$ cat config.mk
export PLATFORM = sky130hd
export DESIGN_NAME = forward_lane_top
export DESIGN_NICKNAME = d
export VERILOG_FILES = /design/src/verilog/glay_pkg.sv /design/src/verilog/engine_stream_if.sv /design/src/verilog/forward_data_generator.sv /design/src/verilog/engine_forward_data.sv /design/src/verilog/lane_arbiter.sv /design/src/verilog/forward_lane_top.sv
export VERILOG_INCLUDE_DIRS = /design/src /design/src/verilog
export SDC_FILE = /design/constraint.sdc
export NUM_CORES = 1
export LEC_CHECK = 0
export BUFFER_PORTS_ARGS = -buffer_cell sky130_fd_sc_hd__buf_2
export CORE_ASPECT_RATIO = 0.7
export CORE_UTILIZATION = 35
export DETAILED_ROUTE_END_ITERATION = 7
export SYNTH_ARGS = -nofsm -noshare
export SYNTH_HDL_FRONTEND = slang
export SYNTH_HIERARCHICAL = 1
export SYNTH_SLANG_ARGS = --single-unit
$ cat constraint.sdc
create_clock -name ap_clk -period 10.7 [get_ports ap_clk]
set_input_delay 0.535 -clock ap_clk [delete_from_list [all_inputs] [get_ports ap_clk]]
set_output_delay 0.535 -clock ap_clk [all_outputs]
set_load 0.02 [all_outputs]
$ cat src/verilog/glay_cfg.svh
`ifndef GLAY_CFG_SVH
`define GLAY_CFG_SVH

// ------------------------------------------------------------
// Engine FIFO sizing
// ------------------------------------------------------------
// Entries per engine FIFO
`define GLAY_FIFO_DEPTH 16
// Ready drops at this occupancy
// Slack above it covers the in-flight input registers
`define GLAY_PROG_THRESH 12

// ------------------------------------------------------------
// Packet field widths
// ------------------------------------------------------------
`define GLAY_VERTEX_W 16
`define GLAY_VALUE_W 16

// Control opcode marking end of stream
`define GLAY_OP_END 8'hFF

`endif

$ cat src/verilog/glay_pkg.sv
`default_nettype none

`include "glay_cfg.svh"

package glay_pkg;

    // ------------------------------------------------------------
    // Packet kind and the two views of one packet word
    // ------------------------------------------------------------
    typedef enum logic {
        PKT_DATA = 1'b0,
        PKT_CTRL = 1'b1
    } packet_kind_t;

    // Data view, vertex id in the upper half
    typedef struct packed {
        logic [`GLAY_VERTEX_W-1:0] vertex_id;
        logic [`GLAY_VALUE_W-1:0]  value;
    } data_view_t;

    // Control view, opcode in the top byte
    typedef struct packed {
        logic [7:0]  opcode;
        logic [23:0] reserved;
    } ctrl_view_t;

    // Same 32 bits, decoded by kind
    typedef union packed {
        data_view_t data;
        ctrl_view_t ctrl;
    } packet_word_u;

    // Engine packet as carried on streams and the lane
    typedef struct packed {
        packet_kind_t kind;
        packet_word_u word;
    } engine_packet_t;

    // Kernel descriptor, only the rebase offset is used here
    typedef struct packed {
        logic                      valid;
        logic [`GLAY_VERTEX_W-1:0] base_vertex;
    } descriptor_t;

endpackage

`default_nettype wire

$ cat src/verilog/engine_stream_if.sv
`timescale 1ns/1ps
`default_nettype none

// Forwarded stream of one engine toward the lane arbiter
interface engine_stream_if;
    import glay_pkg::*;

    // Held by the engine until a cycle with valid and grant both high
    logic           valid;
    engine_packet_t packet;
    // From the arbiter, only given while valid is high
    logic           grant;
    // Sticky end-of-stream status
    logic           done;

    modport engine (
        output valid,
        output packet,
        output done,
        input  grant
    );

    modport arbiter (
        input  valid,
        input  packet,
        input  done,
        output grant
    );

endinterface

`default_nettype wire

$ cat src/verilog/forward_data_generator.sv
`timescale 1ns/1ps
`default_nettype none

`include "glay_cfg.svh"

module forward_data_generator (
    input  logic                     ap_clk,
    input  logic                     areset,
    input  glay_pkg::descriptor_t    descriptor,
    input  logic                     in_valid,
    input  glay_pkg::engine_packet_t in_packet,
    output logic                     in_ready,
    output logic                     fifo_setup,
    engine_stream_if.engine          stream
);
    import glay_pkg::*;

    localparam int ADDR_W = $clog2(`GLAY_FIFO_DEPTH);
    localparam int CNT_W  = ADDR_W + 1;

    // ------------------------------------------------------------
    // State
    // ------------------------------------------------------------
    engine_packet_t            fifo_mem [`GLAY_FIFO_DEPTH];
    logic [ADDR_W-1:0]         wr_ptr;
    logic [ADDR_W-1:0]         rd_ptr;
    logic [CNT_W-1:0]          count;
    logic                      setup_q;
    logic                      desc_latched;
    logic [`GLAY_VERTEX_W-1:0] base_q;
    logic                      end_seen;
    logic                      wr_en;
    logic                      rd_en;
    logic                      out_free;
    logic                      is_end;
    engine_packet_t            head;
    engine_packet_t            rebased;

    // Output slot is free when empty or leaving this cycle
    assign out_free   = !stream.valid || stream.grant;
    // Overflow guard, flow control should keep this from firing
    assign wr_en      = in_valid && (count != CNT_W'(`GLAY_FIFO_DEPTH));
    // Nothing drains before a descriptor arrives
    assign rd_en      = desc_latched && (count != '0) && out_free;
    assign in_ready   = !setup_q && (count < CNT_W'(`GLAY_PROG_THRESH));
    assign fifo_setup = setup_q;
    assign head       = fifo_mem[rd_ptr];
    assign is_end     = (head.kind == PKT_CTRL) && (head.word.ctrl.opcode == `GLAY_OP_END);

    // Data packets get the base added, control passes untouched
    always_comb begin
        rebased = head;
        if (head.kind == PKT_DATA) begin
            rebased.word.data.vertex_id = head.word.data.vertex_id + base_q;
        end
    end

    // ------------------------------------------------------------
    // Circular FIFO
    // ------------------------------------------------------------
    always_ff @(posedge ap_clk) begin
        if (wr_en) begin
            fifo_mem[wr_ptr] <= in_packet;
        end
    end

    always_ff @(posedge ap_clk) begin
        if (areset) begin
            wr_ptr <= '0;
            rd_ptr <= '0;
            count  <= '0;
        end else begin
            // Pointers wrap on their own, depth is a power of two
            if (wr_en) wr_ptr <= wr_ptr + 1'b1;
            if (rd_en) rd_ptr <= rd_ptr + 1'b1;
            case ({wr_en, rd_en})
                2'b10:   count <= count + 1'b1;
                2'b01:   count <= count - 1'b1;
                default: count <= count;
            endcase
        end
    end

    // ------------------------------------------------------------
    // Setup and descriptor gate
    // ------------------------------------------------------------
    always_ff @(posedge ap_clk) begin
        if (areset) begin
            setup_q      <= 1'b1;
            desc_latched <= 1'b0;
        end else begin
            setup_q <= 1'b0;
            if (descriptor.valid) desc_latched <= 1'b1;
        end
    end

    always_ff @(posedge ap_clk) begin
        if (descriptor.valid) base_q <= descriptor.base_vertex;
    end

    // ------------------------------------------------------------
    // Output register, END detection and done
    // ------------------------------------------------------------
    always_ff @(posedge ap_clk) begin
        if (areset) begin
            stream.valid <= 1'b0;
            stream.done  <= 1'b0;
            end_seen     <= 1'b0;
        end else begin
            if (rd_en) begin
                // END is consumed here and never forwarded
                if (is_end) begin
                    end_seen     <= 1'b1;
                    stream.valid <= 1'b0;
                end else begin
                    stream.valid <= 1'b1;
                end
            end else if (stream.grant) begin
                stream.valid <= 1'b0;
            end
            // Done only once drained and the last packet has left
            if (end_seen && (count == '0) && !stream.valid) stream.done <= 1'b1;
        end
    end

    always_ff @(posedge ap_clk) begin
        if (rd_en) stream.packet <= rebased;
    end

endmodule

`default_nettype wire

$ cat src/verilog/engine_forward_data.sv
`timescale 1ns/1ps
`default_nettype none

module engine_forward_data (
    input  logic                     ap_clk,
    input  logic                     areset_forward_data_engine,
    input  glay_pkg::descriptor_t    descriptor_in,
    input  logic                     in_valid,
    input  glay_pkg::engine_packet_t in_packet,
    output logic                     in_ready,
    output logic                     fifo_setup,
    engine_stream_if.engine          stream
);
    import glay_pkg::*;

    // ------------------------------------------------------------
    // Local signals
    // ------------------------------------------------------------
    logic           areset_engine;
    logic           areset_generator;
    descriptor_t    descriptor_reg;
    logic           in_valid_reg;
    engine_packet_t in_packet_reg;
    logic           gen_in_ready;
    logic           gen_fifo_setup;

    // Separate reset copies for the wrapper and the generator
    always_ff @(posedge ap_clk) begin
        areset_engine    <= areset_forward_data_engine;
        areset_generator <= areset_forward_data_engine;
    end

    // ------------------------------------------------------------
    // Descriptor register
    // ------------------------------------------------------------
    always_ff @(posedge ap_clk) begin
        if (areset_engine) begin
            descriptor_reg.valid <= 1'b0;
        end else begin
            descriptor_reg.valid <= descriptor_in.valid;
        end
    end

    always_ff @(posedge ap_clk) begin
        descriptor_reg.base_vertex <= descriptor_in.base_vertex;
    end

    // ------------------------------------------------------------
    // Input stream register
    // ------------------------------------------------------------
    always_ff @(posedge ap_clk) begin
        if (areset_engine) begin
            in_valid_reg <= 1'b0;
        end else begin
            in_valid_reg <= in_valid;
        end
    end

    always_ff @(posedge ap_clk) begin
        in_packet_reg <= in_packet;
    end

    // Status outputs, setup held high through reset
    always_ff @(posedge ap_clk) begin
        if (areset_engine) begin
            in_ready   <= 1'b0;
            fifo_setup <= 1'b1;
        end else begin
            in_ready   <= gen_in_ready;
            fifo_setup <= gen_fifo_setup;
        end
    end

    forward_data_generator inst_forward_data_generator (
        .ap_clk     (ap_clk),
        .areset     (areset_generator),
        .descriptor (descriptor_reg),
        .in_valid   (in_valid_reg),
        .in_packet  (in_packet_reg),
        .in_ready   (gen_in_ready),
        .fifo_setup (gen_fifo_setup),
        .stream     (stream)
    );

endmodule

`default_nettype wire

$ cat src/verilog/lane_arbiter.sv
`timescale 1ns/1ps
`default_nettype none

module lane_arbiter (
    input  logic                     ap_clk,
    input  logic                     areset,
    engine_stream_if.arbiter         eng0,
    engine_stream_if.arbiter         eng1,
    input  logic                     out_ready,
    output logic                     out_valid,
    output glay_pkg::engine_packet_t out_packet,
    output logic                     out_engine,
    output logic                     done
);
    import glay_pkg::*;

    logic           last_engine;
    logic           gnt0;
    logic           gnt1;
    logic           sel_engine;
    engine_packet_t sel_packet;

    // ------------------------------------------------------------
    // Round-robin grant, nothing while the sink stalls
    // ------------------------------------------------------------
    always_comb begin
        gnt0 = 1'b0;
        gnt1 = 1'b0;
        if (out_ready) begin
            if (eng0.valid && eng1.valid) begin
                // Both asking, serve the one not served last
                gnt0 = last_engine;
                gnt1 = !last_engine;
            end else begin
                gnt0 = eng0.valid;
                gnt1 = eng1.valid;
            end
        end
    end

    assign eng0.grant = gnt0;
    assign eng1.grant = gnt1;
    assign sel_engine = gnt1;
    assign sel_packet = gnt1 ? eng1.packet : eng0.packet;

    // ------------------------------------------------------------
    // Shared lane register, held while out_ready is low
    // ------------------------------------------------------------
    always_ff @(posedge ap_clk) begin
        if (areset) begin
            out_valid   <= 1'b0;
            last_engine <= 1'b0;
            done        <= 1'b0;
        end else begin
            if (out_ready) begin
                out_valid <= gnt0 || gnt1;
                if (gnt0 || gnt1) last_engine <= sel_engine;
            end
            // Sticky, and only once the lane itself is empty
            if (eng0.done && eng1.done && !out_valid) done <= 1'b1;
        end
    end

    always_ff @(posedge ap_clk) begin
        if (gnt0 || gnt1) begin
            out_packet <= sel_packet;
            out_engine <= sel_engine;
        end
    end

endmodule

`default_nettype wire

$ cat src/verilog/forward_lane_top.sv
`timescale 1ns/1ps
`default_nettype none

`include "glay_cfg.svh"

module forward_lane_top (
    input  logic                      ap_clk,
    input  logic                      areset_forward_data_engine,
    input  logic                      descriptor_valid,
    input  logic [`GLAY_VERTEX_W-1:0] descriptor_base,
    input  logic                      in_valid_0,
    input  glay_pkg::engine_packet_t  in_packet_0,
    output logic                      in_ready_0,
    input  logic                      in_valid_1,
    input  glay_pkg::engine_packet_t  in_packet_1,
    output logic                      in_ready_1,
    input  logic                      out_ready,
    output logic                      out_valid,
    output glay_pkg::engine_packet_t  out_packet,
    output logic                      out_engine,
    output logic                      fifo_setup_0,
    output logic                      fifo_setup_1,
    output logic                      done
);
    import glay_pkg::*;

    // One descriptor shared by both peers
    descriptor_t descriptor;

    assign descriptor.valid       = descriptor_valid;
    assign descriptor.base_vertex = descriptor_base;

    engine_stream_if stream_0 ();
    engine_stream_if stream_1 ();

    // ------------------------------------------------------------
    // Engine peers
    // ------------------------------------------------------------
    engine_forward_data inst_engine_0 (
        .ap_clk                     (ap_clk),
        .areset_forward_data_engine (areset_forward_data_engine),
        .descriptor_in              (descriptor),
        .in_valid                   (in_valid_0),
        .in_packet                  (in_packet_0),
        .in_ready                   (in_ready_0),
        .fifo_setup                 (fifo_setup_0),
        .stream                     (stream_0)
    );

    engine_forward_data inst_engine_1 (
        .ap_clk                     (ap_clk),
        .areset_forward_data_engine (areset_forward_data_engine),
        .descriptor_in              (descriptor),
        .in_valid                   (in_valid_1),
        .in_packet                  (in_packet_1),
        .in_ready                   (in_ready_1),
        .fifo_setup                 (fifo_setup_1),
        .stream                     (stream_1)
    );

    // Shared output lane
    lane_arbiter inst_lane_arbiter (
        .ap_clk     (ap_clk),
        .areset     (areset_forward_data_engine),
        .eng0       (stream_0),
        .eng1       (stream_1),
        .out_ready  (out_ready),
        .out_valid  (out_valid),
        .out_packet (out_packet),
        .out_engine (out_engine),
        .done       (done)
    );

endmodule

`default_nettype wire

==> results of run 1 <==
## through the flow
stage / cell area (um^2) / total power (W) / hold slack (ns) / std cells / worst slack, ns
3_5_place_dp: 53700 / 0.00650 / 0.389 / 4279 / 5.42
6_report: 58500 / 0.0107 / 0.0643 / 4584 / 5.36
4_1_cts: 58500 / 0.0108 / 0.00735 / 4583 / 5.41
3_3_place_gp: 53700 / 0.00648 / 0.386 / 4279 / 5.51
2_1_floorplan: 51000 / 0.00636 / 0.371 / 2310 / 6.89
5_1_grt: 58500 / 0.0111 / 0.0304 / 4584 / 4.99
## how the worst max path moves through the flow
stage | startpoint | depth (start not counted) | slack (ns) | to
3_3_place_gp | flip-flop | 12 | 5.51 | flip-flop
5_1_grt | flip-flop | 12 | 4.99 | flip-flop
4_1_cts | flip-flop | 12 | 5.41 | flip-flop
3_5_place_dp | flip-flop | 12 | 5.42 | flip-flop
2_1_floorplan | flip-flop | 14 | 6.89 | flip-flop
6_report | flip-flop | 12 | 5.36 | flip-flop
## metal layers
| layer | vias up | part of all wire, % | GRT usage, % |
|---|---|---|---|
| li1 | 10100 | - | - |
| met1 | 12600 | 46 | 22.2 |
| met2 | 739 | 46 | 24.0 |
| met3 | 133 | 6.0 | 2.76 |
| met4 | 0 | 1.8 | 3.50 |
| met5 | - | 0 | 0 |
## logic make-up after synthesis
family          after synthesis  synth area share, %
xor+xnor                     43                0.739
mux                         362                 15.9
simple gates                227                 2.11
flops                      1343                 76.1
buf+inv                     129                 1.98
fa+ha+maj                    52                 1.34
compound gates              154                 1.91
## area by class of cell
cell class,count,share of cell area (%)
Antenna cell,1,0.00428
Tap cell,1888,4.04
Clock inverter,60,1.16
Multi-Input combinational cell,838,19.5
Sequential cell,1343,66.4
Timing Repair Buffer,260,3.15
Clock buffer,160,5.54
Inverter,34,0.218
## critical path: cells and delay by family (launching register included)
family                     cells  cell delay [ns]
AOI/OAI and AO/OA              4             1.01
xor gates and xnor gates       1             0.16
adders and majority gates      1             0.37
buffers and inverters          2             1.44
DFF                            1             0.65
muxes                          3             1.20
and+or+nand+nor                1             0.15
## placed cells by master (no fill, tap or decap), drive strengths merged, types with 4 or more instances in the layout
master / count
edfxtp: 1188
mux4: 316
buf: 176
clkbuf: 160
dfxtp: 155
dlygate4sd3: 84
nor2: 80
nand2: 67
ha: 48
a21oi: 40
mux2: 40
clkinv: 39
inv: 37
o21ai: 37
xor2: 25
a22oi: 24
xnor2: 18
bufinv: 14
nor3: 12
nand2b: 11
nand4: 11
a21o: 11
nor2b: 11
o21a: 9
nand3: 9
and2b: 6
mux2i: 6
o21bai: 6
and2: 5
a211oi: 5
a31oi: 5
or3: 4
fa: 4
clkinvlp: 4
## report_power, final
| part | internal (W) | total (W) | switching [W] |
|---|---|---|---|
| sequential | 0.00579 | 0.00589 | 0.0000973 |
| combinational | 0.000257 | 0.000523 | 0.000266 |
| clock | 0.00246 | 0.00431 | 0.00185 |
| total | 0.00850 | 0.0107 | 0.00221 |
## timing repair
item                                    4_1_cts  5_1_grt
endpoints found under the hold margin       104        0
endpoints found under the setup margin        0        0
setup buffers                                 0        0
hold buffers                                 84        0
gates resized for setup                       0        0
==> flow_metrics.py, run 1 <==
metrics = {
    "grt": {
        "grt_pass1_vias": 23900,
        "grt_usage_pct": 15.3,
        "grt_overflow": 0,
        "grt_pass1_wl_um": 164000,
        "antenna_found_initial": 2,
        "grt_max_degree": 69,
    },
    "floorplanning": {
        "initial_core_util_pct": 35.5,
        "ioPinCount": 128,
        "coreArea_um2": 144000,
        "die_w_um": 458,
        "die_height_um": 321,
        "row_count": 116,
        "dieArea_um2": 147000,
    },
    "timing": {
        "finalSetupViolCount": 0,
        "max_freq_mhz": 187,
        "slew-limit-headroom_pct": 26.7,
        "finalHoldViolCount": 0,
        "drv_slew": 0,
        "rsz0062_at_grt": "false",
        "finalCriticalPeriod_ns": 5.34,
        "tightest_slew_ns": 1.10,
        "skew_ns": 0.0300,
        "fin_tns_setup_ns": 0,
        "finalCritPeriodShare_pct": 49.9,
    },
    "clocking": {
        "clock_latency_ns": 0.73,
        "clkSlewWorstSetupHoldPaths_ns": 0.07,
        "cts.sinks": 1343,
        "tritoncts": "yes",
        "cts_root_buf": "clkbuf_16",
        "clk_path_buf_depth": 3,
        "cts_buffers": 115,
        "h-tree-depth": 3,
    },
    "power_and_ir_drop": {
        "peakVddDrop_uv": 141,
        "power_leakage_nw": 18.7,
        "power.density_nw_per_um2": 183,
    },
    "synth": {
        "synth_commonest_cells": "1188 x edfxtp_1, 225 x mux4_2, 155 x dfxtp_1, 91 x mux4_1, 80 x nor2_1",
        "synth_top_area_share_pct": 70.0,
        "synth_enable_flop_cells": 1188,
        "yosysWarnings": 6,
        "synth_area_um2": 51000,
        "synth.most_common_cell": "edfxtp_1",
        "syn_nets": 2450,
        "synth_top_area_cell": "edfxtp_1",
        "async_flop_share_pct": 0,
        "avgSynthCellArea_um2": 22.1,
        "ys.flop_type": "edfxtp_1",
        "synth.yosys.seq_area_share_pct": 76.1,
        "ys_types": 61,
        "synthCells": 2310,
        "ys_ff_latch": 1343,
        "synth_top_cells_by_area": "edfxtp_1 70%, mux4_2 9.9%, dfxtp_1 6.1%",
    },
    "routing": {
        "drtIter0Drc": 2185,
        "vias": 23600,
        "detail-route-antenna-nets": 0,
        "detail_route.wl_per_cell_um": 24.8,
        "first_pass_iters": 7,
        "via_per_inst": 5.16,
        "finalWirelength_um": 113000,
        "route.detailed.drc": 0,
    },
    "placement": {
        "numPortBuffers": 127,
        "place.detailed.hpwl_um": 64400,
        "gp_routability_congestion": 0.786,
    },
    "final_layout": {
        "reg.largest.list": "inst_engine_0/inst_forward_data_generator/fifo_mem: 528 flops, inst_engine_1/inst_forward_data_generator/fifo_mem: 528 flops",
        "area_growth_pct": 14.7,
        "nets": 2732,
        "finalCoreUtilization_pct": 40.7,
        "fillers": 12500,
        "layout-drive-gt1-share_pct": 24.5,
        "multiInputGateArea_um2": 11400,
        "register_area_um2": 38800,
    },
    "critical_path": {
        "crit_type": "reg -> reg",
        "cp-end-kind": "flip-flop",
        "path_cells": "buf_4 > buf_4 > mux4_2 > mux4_2 > ha_1 > o21ai_0 > o21bai_1 > nand4_1 > a21boi_0 > o22ai_1 > xnor2_1 > mux2_1",
        "cp_max_fo": 53,
        "ff2ff_path_depth": 12,
        "critical_path.max_stage_delay_ns": 0.76,
        "reg2reg_slack_ns": 5.36,
        "start_kind": "flip-flop",
        "cpMaxStageDelayCell": "buf_4",
        "crit_arrival_ns": 5.80,
        "cp_data_required_time_ns": 11.16,
    },
    "flow_run": {
        "drv_cap": 0,
    },
    "status": {
        "outcome": "finished, final reports clean",
    },
    "worst_hold_path": {
        "hp-class": "in -> reg",
        "holdCritStartpoint": "in_valid_1",
        "whs_path_depth": 2,
        "hold_end": "inst_engine_1/in_valid_reg",
    },
}
(Power assumes the default switching activity.)
==> run 2, diff against run 1 <==
Clock period 10.7 ns to 4.5 ns, I/O delays scaled along.
==> run 2 against run 1 <==
  * Power rose by 140%
  * Hold slack better by 0.060 ns
  * Worst setup slack got worse by 5.1 ns
  * Wire length grew 2.2%
  * Final area increased by 0.30%
  * Via count grew 1.7%
  * Sequential cell count is the same
  * Combinational power grew to 2.5 times the previous value
  * Critical path depth fell by 1
  * Maximum frequency up 25%
  * Clock power increased by 130%
  * Critical path type unchanged
  * Highest routed layer is now met5
==> flow_metrics.py, run 2 (same netlist as run 1, synthesis figures left out) <==
metrics = {
    "status": {
        "outcome": "finished, final reports clean",
    },
    "grt": {
        "grt_usage_pct": 15.7,
        "grt_overflow": 0,
        "grt_pass1_wl_um": 168000,
        "antenna_found_initial": 5,
        "grt_pass1_vias": 24400,
        "grt_max_degree": 57,
    },
    "timing": {
        "fin_hold_ws_ns": 0.125,
        "drv_slew": 0,
        "skew_ns": 0.0235,
        "slew-limit-headroom_pct": 23.8,
        "setup_ws_ns": 0.246,
        "finalSetupViolCount": 0,
        "tightest_slew_ns": 1.14,
        "finalCritPeriodShare_pct": 94.5,
        "finalCriticalPeriod_ns": 4.25,
        "rsz0062_at_grt": "false",
        "fin_tns_setup_ns": 0,
        "finalHoldViolCount": 0,
        "max_freq_mhz": 235,
    },
    "clocking": {
        "cts_buffers": 112,
        "clkSlewWorstSetupHoldPaths_ns": 0.07,
        "h-tree-depth": 3,
        "clock_latency_ns": 0.73,
        "cts_root_buf": "clkbuf_16",
        "clk_path_buf_depth": 3,
        "tritoncts": "yes",
        "post_cts_resized": 0,
        "cts.sinks": 1343,
    },
    "routing": {
        "vias": 24000,
        "drtIter0Drc": 2400,
        "finalWirelength_um": 116000,
        "detail-route-antenna-nets": 0,
        "via_per_inst": 5.22,
        "wirelength_met1_um": 52900,
        "route.detailed.drc": 0,
        "routed.top_layer": "met5",
        "detail_route.wl_per_cell_um": 25.2,
        "wl_met3_um": 7590,
        "first_pass_iters": 6,
        "dr_wl_met2_um": 53500,
    },
    "power_and_ir_drop": {
        "power.density_nw_per_um2": 434,
        "power_leakage_nw": 18.8,
        "peakVddDrop_uv": 374,
    },
    "placement": {
        "dp_cells": 4299,
        "place.detailed.hpwl_um": 68300,
        "dpl_cell_area_um2": 53900,
        "gp_routability_congestion": 0.848,
        "numPortBuffers": 127,
        "pre_cts_slack_ns": 0.289,
    },
    "final_layout": {
        "layout.cells.non_filler": 4600,
        "layout_common_cells": "1188 x edfxtp_1, 225 x mux4_2, 147 x dfxtp_1, 127 x buf_2, 114 x clkbuf_16",
        "fillers": 12400,
        "reg.largest.list": "inst_engine_0/inst_forward_data_generator/fifo_mem: 528 flops, inst_engine_1/inst_forward_data_generator/fifo_mem: 528 flops",
        "nets": 2753,
        "layout-drive-gt1-share_pct": 25.0,
        "final_area_um2": 58600,
        "final_common_cell": "edfxtp_1",
        "antenna_cells": 0,
        "area_growth_pct": 15.0,
    },
    "critical_path": {
        "crit_arrival_ns": 4.72,
        "cp_data_required_time_ns": 4.97,
        "cp_common_cell": "mux4_2",
        "critical_path.max_stage_delay_ns": 0.65,
        "cpMaxStageDelayCell": "dfxtp_4",
        "start_kind": "flip-flop",
        "path_cells": "buf_12 > mux4_2 > mux4_2 > ha_1 > nor2b_1 > o21ai_0 > a21boi_0 > o2111ai_1 > a21oi_1 > nor3_1 > a211o_1",
        "cp_max_fo": 23,
        "cp-end-kind": "flip-flop",
        "reg2reg_slack_ns": 0.25,
        "crit_type": "reg -> reg",
        "ff2ff_path_depth": 11,
    },
    "flow_run": {
        "drv_cap": 0,
    },
    "floorplanning": {
        "die_w_um": 458,
        "coreArea_um2": 144000,
        "row_count": 116,
        "dieArea_um2": 147000,
        "initial_core_util_pct": 35.5,
        "die_height_um": 321,
        "ioPinCount": 128,
    },
    "worst_hold_path": {
        "whs_path_depth": 2,
        "holdCritStartpoint": "in_packet_1[14]",
        "hold_end": "inst_engine_1/in_packet_reg[14]",
        "hp-class": "in -> reg",
    },
}
run 2: cell count changes in the layout (fill, tap and decap cells not counted), sizes merged:
| cell | change |
|---|---|
| buf | +21 |
| bufinv | +2 |
| clkbuf | -9 |
| clkinv | +3 |
| clkinvlp | -2 |
| diode | -1 |
| dlygate4sd3 | +3 |
| inv | -1 |
run 2: where the power goes:
part | switching [W] | internal [W]
Clock | 0.00440 | 0.00574
Combinational | 0.000675 | 0.000632
Sequential | 0.000217 | 0.0138
run 2: how the worst max path moves through the flow:
stage	start	end	slack, ns	depth (start not counted)
after global routing	flip-flop	flip-flop	0.09	10
after detailed placement	flip-flop	flip-flop	0.29	12
after floorplan	flip-flop	flip-flop	0.69	14
final	flip-flop	flip-flop	0.25	11
after CTS	flip-flop	flip-flop	0.29	12
after global placement	flip-flop	flip-flop	0.41	10
run 2: worst max-delay path: cells and delay by family (launching register included):
family	cells	cell delay, ns
and+or+nand+nor	2	0.24
adders and majority gates	1	0.38
DFF	1	0.65
muxes	2	1.08
AOI/OAI and AO/OA	5	1.36
buffers and inverters	1	0.25
run 2: through the flow:
| step | total power [W] | util (%) |
|---|---|---|
| global placement | 0.0154 | 37.5 |
| finish | 0.0254 | 40.8 |
| global route | 0.0262 | 40.8 |
| floorplan | 0.0151 | - |
| detailed placement | 0.0155 | 37.5 |
| CTS | 0.0257 | 40.8 |
run 2: layout make-up:
class | count | area (um^2) | area share [%]
inverters | 34 | 128 | 0.218
repair buffers | 284 | 2100 | 3.58
multi-input cells | 838 | 11400 | 19.5
flip-flops and latches | 1343 | 38800 | 66.2
clock inverters | 62 | 756 | 1.29
clock buffers | 151 | 3080 | 5.25
well taps | 1888 | 2360 | 4.03
run 2: routing by layer:
layer | vias to the layer above | global-route usage, %
li1 | 10200 | -
met1 | 12800 | 23.3
met2 | 854 | 24.2
met3 | 154 | 2.38
met4 | 4 | 3.74
met5 | - | 0
run 2: repair_timing:
item                                    4_1_cts  5_1_grt
buffers inserted                              0        1
hold endpoints to repair                    108        0
hold buffers                                 87        0
endpoints found under the setup margin        0        1
